`config.mk`:
```
export PLATFORM = sky130hd
export DESIGN_NAME = intra4x4_top
export DESIGN_NICKNAME = d
export VERILOG_FILES = /design/src/intra4x4_pkg.sv /design/src/intra4x4_controller.sv /design/src/intra4x4_mode_select.sv /design/src/intra4x4_neighbor_unit.sv /design/src/intra4x4_row_buffer.sv /design/src/intra4x4_sad_lane.sv /design/src/intra4x4_top.sv
export SDC_FILE = /design/constraint.sdc
export NUM_CORES = 1
export LEC_CHECK = 0
export BUFFER_PORTS_ARGS = -buffer_cell sky130_fd_sc_hd__buf_2
export CORE_MARGIN = 2
export CORE_UTILIZATION = 50
export CTS_CLUSTER_SIZE = 30
export DETAILED_ROUTE_END_ITERATION = 10
export PLACE_DENSITY = 0.77
export SLEW_MARGIN = 10
export SYNTH_ARGS = -nofsm -noshare
export SYNTH_HDL_FRONTEND = slang
export SYNTH_SLANG_ARGS = --single-unit
```
`constraint.sdc`:
```
create_clock -name CLK -period 5.86 [get_ports CLK]
set_clock_uncertainty 0.05 [all_clocks]
set_input_delay 0.879 -clock CLK [delete_from_list [all_inputs] [get_ports CLK]]
set_output_delay 0.879 -clock CLK [all_outputs]
set_load 0.005 [all_outputs]
```
`src/intra4x4_pkg.sv`:
```
package intra4x4_pkg;

    // one luma sample
    typedef logic [7:0] pixel_t;

    // four samples with pixel 0 in the low byte
    typedef pixel_t [3:0] row_t;

    // pixel minus prediction in two's complement
    typedef logic signed [8:0] resid_t;

    // residual 0 in the low bits
    typedef resid_t [3:0] resid_row_t;

    typedef enum logic [3:0] {
        mode_vertical   = 4'd0,
        mode_horizontal = 4'd1,
        mode_dc         = 4'd2
    } pred_mode_e;

    // left pixel r sits in byte r of left
    typedef struct packed {
        row_t top;
        row_t left;
        logic top_valid;
        logic left_valid;
    } neighbor_t;

    typedef struct packed {
        resid_row_t resid;
        row_t       base;
    } out_word_t;

    localparam int ROWS = 4;

    // dc value when neither neighbor exists
    localparam pixel_t DC_DEFAULT = 8'd128;

endpackage

```
`src/intra4x4_controller.sv`:
```
module intra4x4_controller
(
    input  logic       CLK,
    input  logic       rst_0,
    input  logic       in_strobe,
    input  logic       out_ready,
    output logic       in_ready,
    output logic       capture,
    output logic [1:0] rd_index,
    output logic       lane_clear,
    output logic       lane_acc_en,
    output logic       decide,
    output logic       mode_strobe,
    output logic       out_strobe
);

    import intra4x4_pkg::*;

    typedef enum logic [2:0] {
        st_load,
        st_eval,
        st_drain,
        st_wait,
        st_out,
        st_flush
    } state_e;

    state_e     state;
    logic [1:0] in_cnt;
    logic [1:0] rd_cnt;
    logic       strobe_ok;
    logic       rd_eval;
    logic       rd_last;
    logic [2:0] acc_pipe;
    logic [3:0] dec_pipe;
    logic       os_d1;

    assign in_ready  = (state == st_load);
    assign strobe_ok = in_strobe && in_ready;
    assign capture   = strobe_ok && (in_cnt == 2'd0);
    // clear the lanes as the last row goes in
    assign lane_clear = strobe_ok && (in_cnt == 2'(ROWS - 1));

    assign rd_index = rd_cnt;
    assign rd_eval  = (state == st_eval);
    assign rd_last  = rd_eval && (rd_cnt == 2'(ROWS - 1));

    // accumulate lands three cycles after the read
    assign lane_acc_en = acc_pipe[2];
    assign decide      = dec_pipe[3];

    always_ff @(posedge CLK)
    begin
        if (rst_0)
        begin
            state  <= st_load;
            in_cnt <= '0;
            rd_cnt <= '0;
        end
        else
        begin
            case (state)
                st_load:
                begin
                    if (strobe_ok)
                    begin
                        in_cnt <= in_cnt + 2'd1;
                        if (in_cnt == 2'(ROWS - 1))
                            state <= st_eval;
                    end
                end
                st_eval:
                begin
                    rd_cnt <= rd_cnt + 2'd1;
                    if (rd_cnt == 2'(ROWS - 1))
                        state <= st_drain;
                end
                st_drain:
                begin
                    if (mode_strobe)
                        state <= st_wait;
                end
                st_wait:
                begin
                    if (out_ready)
                        state <= st_out;
                end
                st_out:
                begin
                    // the replay always runs to the end
                    rd_cnt <= rd_cnt + 2'd1;
                    if (rd_cnt == 2'(ROWS - 1))
                        state <= st_flush;
                end
                st_flush:
                begin
                    // last out_strobe is on this cycle
                    if (!os_d1)
                        state <= st_load;
                end
                default: state <= st_load;
            endcase
        end
    end

    always_ff @(posedge CLK)
    begin
        if (rst_0)
        begin
            acc_pipe    <= '0;
            dec_pipe    <= '0;
            mode_strobe <= 1'b0;
            os_d1       <= 1'b0;
            out_strobe  <= 1'b0;
        end
        else
        begin
            acc_pipe    <= {acc_pipe[1:0], rd_eval};
            dec_pipe    <= {dec_pipe[2:0], rd_last};
            mode_strobe <= decide;
            // out_word follows the read by two cycles
            os_d1       <= (state == st_out);
            out_strobe  <= os_d1;
        end
    end

endmodule

```
`src/intra4x4_mode_select.sv`:
```
module intra4x4_mode_select
#(
    parameter int SAD_W = 12
)
(
    input  logic                      CLK,
    input  logic                      rst_0,
    input  logic                      decide,
    input  logic                      top_valid,
    input  logic                      left_valid,
    input  logic [SAD_W-1:0]          sad_v,
    input  logic [SAD_W-1:0]          sad_h,
    input  logic [SAD_W-1:0]          sad_dc,
    output intra4x4_pkg::pred_mode_e  mode
);

    import intra4x4_pkg::*;

    pred_mode_e       best_mode;
    logic [SAD_W-1:0] best_sad;

    // dc is always allowed
    // later <= compares let v beat h and h beat dc on a tie
    always_comb
    begin
        best_mode = mode_dc;
        best_sad  = sad_dc;
        if (left_valid && (sad_h <= best_sad))
        begin
            best_mode = mode_horizontal;
            best_sad  = sad_h;
        end
        if (top_valid && (sad_v <= best_sad))
        begin
            best_mode = mode_vertical;
            best_sad  = sad_v;
        end
    end

    always_ff @(posedge CLK)
    begin
        if (rst_0)
            mode <= mode_vertical;
        else if (decide)
            mode <= best_mode;
    end

endmodule

```
`src/intra4x4_neighbor_unit.sv`:
```
module intra4x4_neighbor_unit
(
    input  logic                     CLK,
    input  logic                     rst_0,
    input  logic                     capture,
    input  intra4x4_pkg::neighbor_t  nbr,
    output intra4x4_pkg::neighbor_t  nbr_q,
    output intra4x4_pkg::pixel_t     dc_value
);

    import intra4x4_pkg::*;

    logic [9:0]  sum_top;
    logic [9:0]  sum_left;
    logic [10:0] dc_sum;

    always_ff @(posedge CLK)
    begin
        if (rst_0)
            nbr_q <= '0;
        else if (capture)
            nbr_q <= nbr;
    end

    always_comb
    begin
        sum_top  = {2'b00, nbr_q.top[0]} + {2'b00, nbr_q.top[1]}
                 + {2'b00, nbr_q.top[2]} + {2'b00, nbr_q.top[3]};
        sum_left = {2'b00, nbr_q.left[0]} + {2'b00, nbr_q.left[1]}
                 + {2'b00, nbr_q.left[2]} + {2'b00, nbr_q.left[3]};

        // rounding adds 4 before the divide by 8
        case ({nbr_q.top_valid, nbr_q.left_valid})
            2'b11:   dc_sum = {1'b0, sum_top} + {1'b0, sum_left} + 11'd4;
            2'b10:   dc_sum = {sum_top, 1'b0} + 11'd4;
            2'b01:   dc_sum = {sum_left, 1'b0} + 11'd4;
            default: dc_sum = {DC_DEFAULT, 3'b000};
        endcase
    end

    // ready one cycle after the neighbors are latched
    always_ff @(posedge CLK)
    begin
        dc_value <= dc_sum[10:3];
    end

endmodule

```
`src/intra4x4_row_buffer.sv`:
```
module intra4x4_row_buffer
(
    input  logic                CLK,
    input  logic                rst_0,
    input  logic                in_strobe,
    input  intra4x4_pkg::row_t  in_row,
    input  logic [1:0]          rd_index,
    output intra4x4_pkg::row_t  rd_row
);

    import intra4x4_pkg::*;

    row_t       rows [ROWS];
    logic [1:0] wr_ptr;

    // write pointer wraps after the last row
    always_ff @(posedge CLK)
    begin
        if (rst_0)
            wr_ptr <= '0;
        else if (in_strobe)
            wr_ptr <= wr_ptr + 2'd1;
    end

    always_ff @(posedge CLK)
    begin
        if (in_strobe)
            rows[wr_ptr] <= in_row;
        // registered read one cycle behind rd_index
        rd_row <= rows[rd_index];
    end

endmodule

```
`src/intra4x4_sad_lane.sv`:
```
module intra4x4_sad_lane
#(
    parameter int SAD_W = 12
)
(
    input  logic                      CLK,
    input  logic                      rst_0,
    input  intra4x4_pkg::row_t        pixels,
    input  intra4x4_pkg::row_t        pred,
    input  logic                      clear,
    input  logic                      acc_en,
    output intra4x4_pkg::resid_row_t  resid,
    output logic [SAD_W-1:0]          sad
);

    import intra4x4_pkg::*;

    logic [3:0][7:0] abs_q;
    logic [9:0]      abs_sum;

    // first stage differences double as the residual output
    always_ff @(posedge CLK)
    begin
        for (int i = 0; i < 4; i++)
        begin
            resid[i] <= resid_t'({1'b0, pixels[i]} - {1'b0, pred[i]});
        end
    end

    // second stage magnitudes
    always_ff @(posedge CLK)
    begin
        for (int i = 0; i < 4; i++)
        begin
            if (resid[i][8])
                abs_q[i] <= 8'h00 - resid[i][7:0];
            else
                abs_q[i] <= resid[i][7:0];
        end
    end

    always_comb
    begin
        abs_sum = {2'b00, abs_q[0]} + {2'b00, abs_q[1]}
                + {2'b00, abs_q[2]} + {2'b00, abs_q[3]};
    end

    // clear wins over a pending add
    always_ff @(posedge CLK)
    begin
        if (rst_0 || clear)
            sad <= '0;
        else if (acc_en)
            sad <= sad + {{(SAD_W-10){1'b0}}, abs_sum};
    end

endmodule

```
`src/intra4x4_top.sv`:
```
module intra4x4_top
#(
    parameter int SAD_W = 12
)
(
    input  logic                      CLK,
    input  logic                      rst_0,
    input  logic                      in_strobe,
    input  intra4x4_pkg::row_t        in_row,
    input  intra4x4_pkg::neighbor_t   nbr,
    output logic                      in_ready,
    input  logic                      out_ready,
    output logic                      mode_strobe,
    output intra4x4_pkg::pred_mode_e  mode,
    output logic                      out_strobe,
    output intra4x4_pkg::out_word_t   out_word
);

    import intra4x4_pkg::*;

    logic             capture;
    logic [1:0]       rd_index;
    logic [1:0]       idx_q;
    logic             lane_clear;
    logic             lane_acc_en;
    logic             decide;
    row_t             rd_row;
    neighbor_t        nbr_q;
    pixel_t           dc_value;
    row_t             pred_v;
    row_t             pred_h;
    row_t             pred_dc;
    row_t             base_q;
    resid_row_t       resid_v;
    resid_row_t       resid_h;
    resid_row_t       resid_dc;
    logic [SAD_W-1:0] sad_v;
    logic [SAD_W-1:0] sad_h;
    logic [SAD_W-1:0] sad_dc;

    intra4x4_controller u_ctrl (
        .CLK         (CLK),
        .rst_0       (rst_0),
        .in_strobe   (in_strobe),
        .out_ready   (out_ready),
        .in_ready    (in_ready),
        .capture     (capture),
        .rd_index    (rd_index),
        .lane_clear  (lane_clear),
        .lane_acc_en (lane_acc_en),
        .decide      (decide),
        .mode_strobe (mode_strobe),
        .out_strobe  (out_strobe)
    );

    // strobes outside the load window are dropped
    intra4x4_row_buffer u_buf (
        .CLK       (CLK),
        .rst_0     (rst_0),
        .in_strobe (in_strobe && in_ready),
        .in_row    (in_row),
        .rd_index  (rd_index),
        .rd_row    (rd_row)
    );

    intra4x4_neighbor_unit u_nbr (
        .CLK      (CLK),
        .rst_0    (rst_0),
        .capture  (capture),
        .nbr      (nbr),
        .nbr_q    (nbr_q),
        .dc_value (dc_value)
    );

    // row index lined up with the registered buffer read
    always_ff @(posedge CLK)
    begin
        idx_q <= rd_index;
    end

    assign pred_v  = nbr_q.top;
    assign pred_h  = {4{nbr_q.left[idx_q]}};
    assign pred_dc = {4{dc_value}};

    intra4x4_sad_lane #(.SAD_W(SAD_W)) u_lane_v (
        .CLK    (CLK),
        .rst_0  (rst_0),
        .pixels (rd_row),
        .pred   (pred_v),
        .clear  (lane_clear),
        .acc_en (lane_acc_en),
        .resid  (resid_v),
        .sad    (sad_v)
    );

    intra4x4_sad_lane #(.SAD_W(SAD_W)) u_lane_h (
        .CLK    (CLK),
        .rst_0  (rst_0),
        .pixels (rd_row),
        .pred   (pred_h),
        .clear  (lane_clear),
        .acc_en (lane_acc_en),
        .resid  (resid_h),
        .sad    (sad_h)
    );

    intra4x4_sad_lane #(.SAD_W(SAD_W)) u_lane_dc (
        .CLK    (CLK),
        .rst_0  (rst_0),
        .pixels (rd_row),
        .pred   (pred_dc),
        .clear  (lane_clear),
        .acc_en (lane_acc_en),
        .resid  (resid_dc),
        .sad    (sad_dc)
    );

    intra4x4_mode_select #(.SAD_W(SAD_W)) u_sel (
        .CLK        (CLK),
        .rst_0      (rst_0),
        .decide     (decide),
        .top_valid  (nbr_q.top_valid),
        .left_valid (nbr_q.left_valid),
        .sad_v      (sad_v),
        .sad_h      (sad_h),
        .sad_dc     (sad_dc),
        .mode       (mode)
    );

    // base travels alongside the lane's first stage
    always_ff @(posedge CLK)
    begin
        case (mode)
            mode_vertical:   base_q <= pred_v;
            mode_horizontal: base_q <= pred_h;
            default:         base_q <= pred_dc;
        endcase
    end

    always_comb
    begin
        case (mode)
            mode_vertical:   out_word.resid = resid_v;
            mode_horizontal: out_word.resid = resid_h;
            default:         out_word.resid = resid_dc;
        endcase
        out_word.base = base_q;
    end

endmodule

```
==> results.sh <==
export IMPL_total_leakage_power_nw=14.07
export IMPL_layout_setup_ws_ns=0.4249
export IMPL_path_max_fanout=8
export IMPL_grt_pass1_wl_um=108000
export IMPL_firstDrtPassIters=5
export IMPL_layout_common_cells="dfxtp_1, inv_1, nand2_1, ha_1, a21oi_1"
export IMPL_synth_edf_count=128
export IMPL_wirelength_um=69760
export IMPL_max_vdd_ir_drop_mv=0.5841
export IMPL_max_cap_viol_count=0
export IMPL_grtUsageTotal=0.2422
export IMPL_grt_max_degree=74
export IMPL_status="finished clean"
export IMPL_path_clk_slew_ns=0.06
export IMPL_tns_ns=0
export IMPL_arrival_ns=5.87
export IMPL_comb_power_share=0.578
export IMPL_ioPinCount=177
export IMPL_post_cts_resized=0
export IMPL_timing_final_crit_share=0.9275
export IMPL_cp_required_ns=6.30
export IMPL_synthArstFlopShare=0
export IMPL_detail_route_wl_per_cell_um=18.57
export IMPL_swShare=0.4238
export IMPL_cts_buffers=54
export IMPL_first_global_vias=19580
export IMPL_worst_pin_slew_ns=1.197
export IMPL_clkPwrFrac=0.176
export IMPL_die_w_um=241.1
export IMPL_synth_seq_cells=529
export IMPL_synth_ff_type="dfxtp_1"
export IMPL_clock_tree_root_cell="clkbuf_16"
export IMPL_cts_htree_levels=2
export IMPL_cts_sinks=529
export IMPL_seqPwrFrac=0.247
export IMPL_setup_viol=0
export IMPL_dp_hpwl_um=52890
export IMPL_p_int_mw=12.02
export IMPL_yosysWarnings=0
export IMPL_drive_gt1_frac=0.1130
export IMPL_power_switching_mw=8.843
export IMPL_die_height_um=241.1
export IMPL_drt_iter0_markers=1432
export IMPL_cts_tree="done"
export IMPL_finalCriticalPeriod_ns=5.435
export IMPL_relSlewSlack=0.2018
export IMPL_num_rows=86
export IMPL_drtAntennaViolNets=0
export IMPL_n_antenna_cell=0
export IMPL_dpl_cell_area_sq_um=29670
export IMPL_postCtsSetupBuffers=0
export IMPL_synth_area_sq_um=28110
export IMPL_rsz0062_at_grt="no"
export IMPL_portBuffers=174
export IMPL_final_common_cell="dfxtp_1"
export IMPL_nets=3397
export IMPL_antenna_found_initial=1
export IMPL_drcViolationCount=0
export IMPL_synth_top_area_share=0.2856
export IMPL_clk_latency_ns=0.63
export IMPL_initial_core_util=0.5083
export IMPL_grt_ovfl_total=0
export IMPL_synth_cells=2808
export IMPL_clock_path_buffers=3
export IMPL_yosys_top_cells_area="dfxtp_1, edfxtp_1, ha_1"
export IMPL_clock_fmax_mhz=184.0
export IMPL_core_area_sq_um=55310
export IMPL_finalInstanceArea_sq_um=31590
export IMPL_via_per_inst=5.346
export IMPL_die_area_sq_um=58140
export IMPL_final_max_slew_viol_count=0
export IMPL_start_kind="flop"
export IMPL_timing_worst_setup_path_type="reg2reg"
export IMPL_syn_to_final_growth_pct=12.39
export IMPL_power_density_nw_per_um2=660.4
export IMPL_dpl_worst_slack_ns=0.4840
export IMPL_synth_seq_area_share=0.4223
export IMPL_nFillCells=4626
export IMPL_worst_hold_path_type="reg2reg"
export IMPL_cts_hold_buf=0
export IMPL_netlist_cell_type_count=69
export IMPL_fin_total_pwr_mw=20.87
export IMPL_synth_avg_cell_area_sq_um=10.01
export IMPL_end_kind="flop"
export IMPL_yosys_area_top_type="dfxtp_1"
export IMPL_vias=20080
export IMPL_place_congestion=0.9217
export IMPL_fin_util=0.5712
export IMPL_hold_viol=0
==> layout make-up <==
class                   instances  area, sq um  share of cell area
repair buffers                187        968.4             0.03065
clock inverters                29        431.7             0.01366
well taps                     748        935.9             0.02962
clock buffers                  72         1489             0.04713
flip-flops and latches        529        11880              0.3759
inverters                     335         1257             0.03980
multi-input cells            1856        14640              0.4632
==> per-stage QoR <==
stage / hold WS (ns) / instances
after floorplan: 0.3029 / 2809
after global placement: 0.2816 / 3655
after detailed placement: 0.2835 / 3655
after CTS: 0.2983 / 3756
after global routing: 0.3058 / 3756
final: 0.2971 / 3756
==> cells by family after synthesis <==
| group | share of synthesized area |
|---|---|
| other cells | 0.0001334 |
| mux | 0.05492 |
| xor+xnor | 0.07322 |
| fa+ha+maj | 0.1651 |
| buf+inv | 0.05750 |
| compound gates | 0.1252 |
| flops | 0.4223 |
| simple gates | 0.1016 |
==> power by group through the flow <==
stage	Sequential [mW]	Combinational [mW]	Clock [mW]
2_1_floorplan	4.90	9.52	0
3_3_place_gp	5.18	11.6	0
3_5_place_dp	5.20	12.0	0
4_1_cts	5.12	12.1	3.71
5_1_grt	5.22	13.6	3.86
6_report	5.14	12.0	3.67
==> routing by layer <==
metal | vias up | part of all wire | track usage | routed length, um
met5 | - | 0 | 0 | 0
met4 | 0 | 0.040 | 0.09820 | 2759
met3 | 127 | 0.064 | 0.03523 | 4457
met2 | 687 | 0.47 | 0.3979 | 32590
met1 | 9454 | 0.43 | 0.3217 | 29960
li1 | 9812 | - | - | -
==> flip-flops by register name (all words and copies together) (netlist names), 4 cells and up <==
signal / count
u_lane_dc.resid: 36
out_word: 32
u_lane_dc.sad: 12
u_nbr.dc_value: 8
u_lane_dc.abs_q: 32
u_ctrl.dec_pipe: 4
u_nbr.nbr_q: 66
u_lane_h.abs_q: 32
u_buf.rows: 128
u_lane_h.resid: 36
u_lane_v.sad: 12
u_lane_v.resid: 36
u_buf.rd_row: 32
u_lane_v.abs_q: 32
u_lane_h.sad: 12
==> synth_stat cells (62+ instances only) <==
library cell,count
xnor2_1,161
inv_1,335
a21o_1,120
ha_1,267
mux2i_1,62
clkbuf_1,62
xor2_1,74
fa_1,65
o21ai_0,128
dfxtp_1,401
a21oi_1,189
nand2_1,277
edfxtp_1,128
nor2_1,142
==> path summary, 6_finish.rpt <==
check | startpoint | end | slack, ns | cells past startpoint
worst max-delay path | u_nbr.nbr_q[35] | u_nbr.dc_value[7] | 0.42 | 23
worst min-delay path | u_ctrl.rd_index[0] | idx_q[0] | 0.30 | 0
worst max register to register | u_nbr.nbr_q[35] | u_nbr.dc_value[7] | 0.42 | 23
worst min register to register | u_ctrl.rd_index[0] | idx_q[0] | 0.30 | 0
==> critical path, cell delays in order (launching register included) <==
cell	delay, ns
dfxtp_1	0.44
inv_1	0.12
fa_1	0.46
inv_1	0.07
a21oi_1	0.05
o21ai_0	0.32
a21oi_1	0.12
o21bai_1	0.23
xnor2_1	0.12
fa_1	0.48
inv_1	0.04
ha_1	0.42
o21ai_0	0.14
nand2_1	0.12
xor2_1	0.20
ha_1	0.26
ha_1	0.34
and3_1	0.20
a211o_1	0.32
a21o_1	0.21
a21oi_1	0.18
xor2_1	0.18
and3_1	0.19
a221oi_2	0.04
Note: power is estimated with default switching activity, not from simulation.
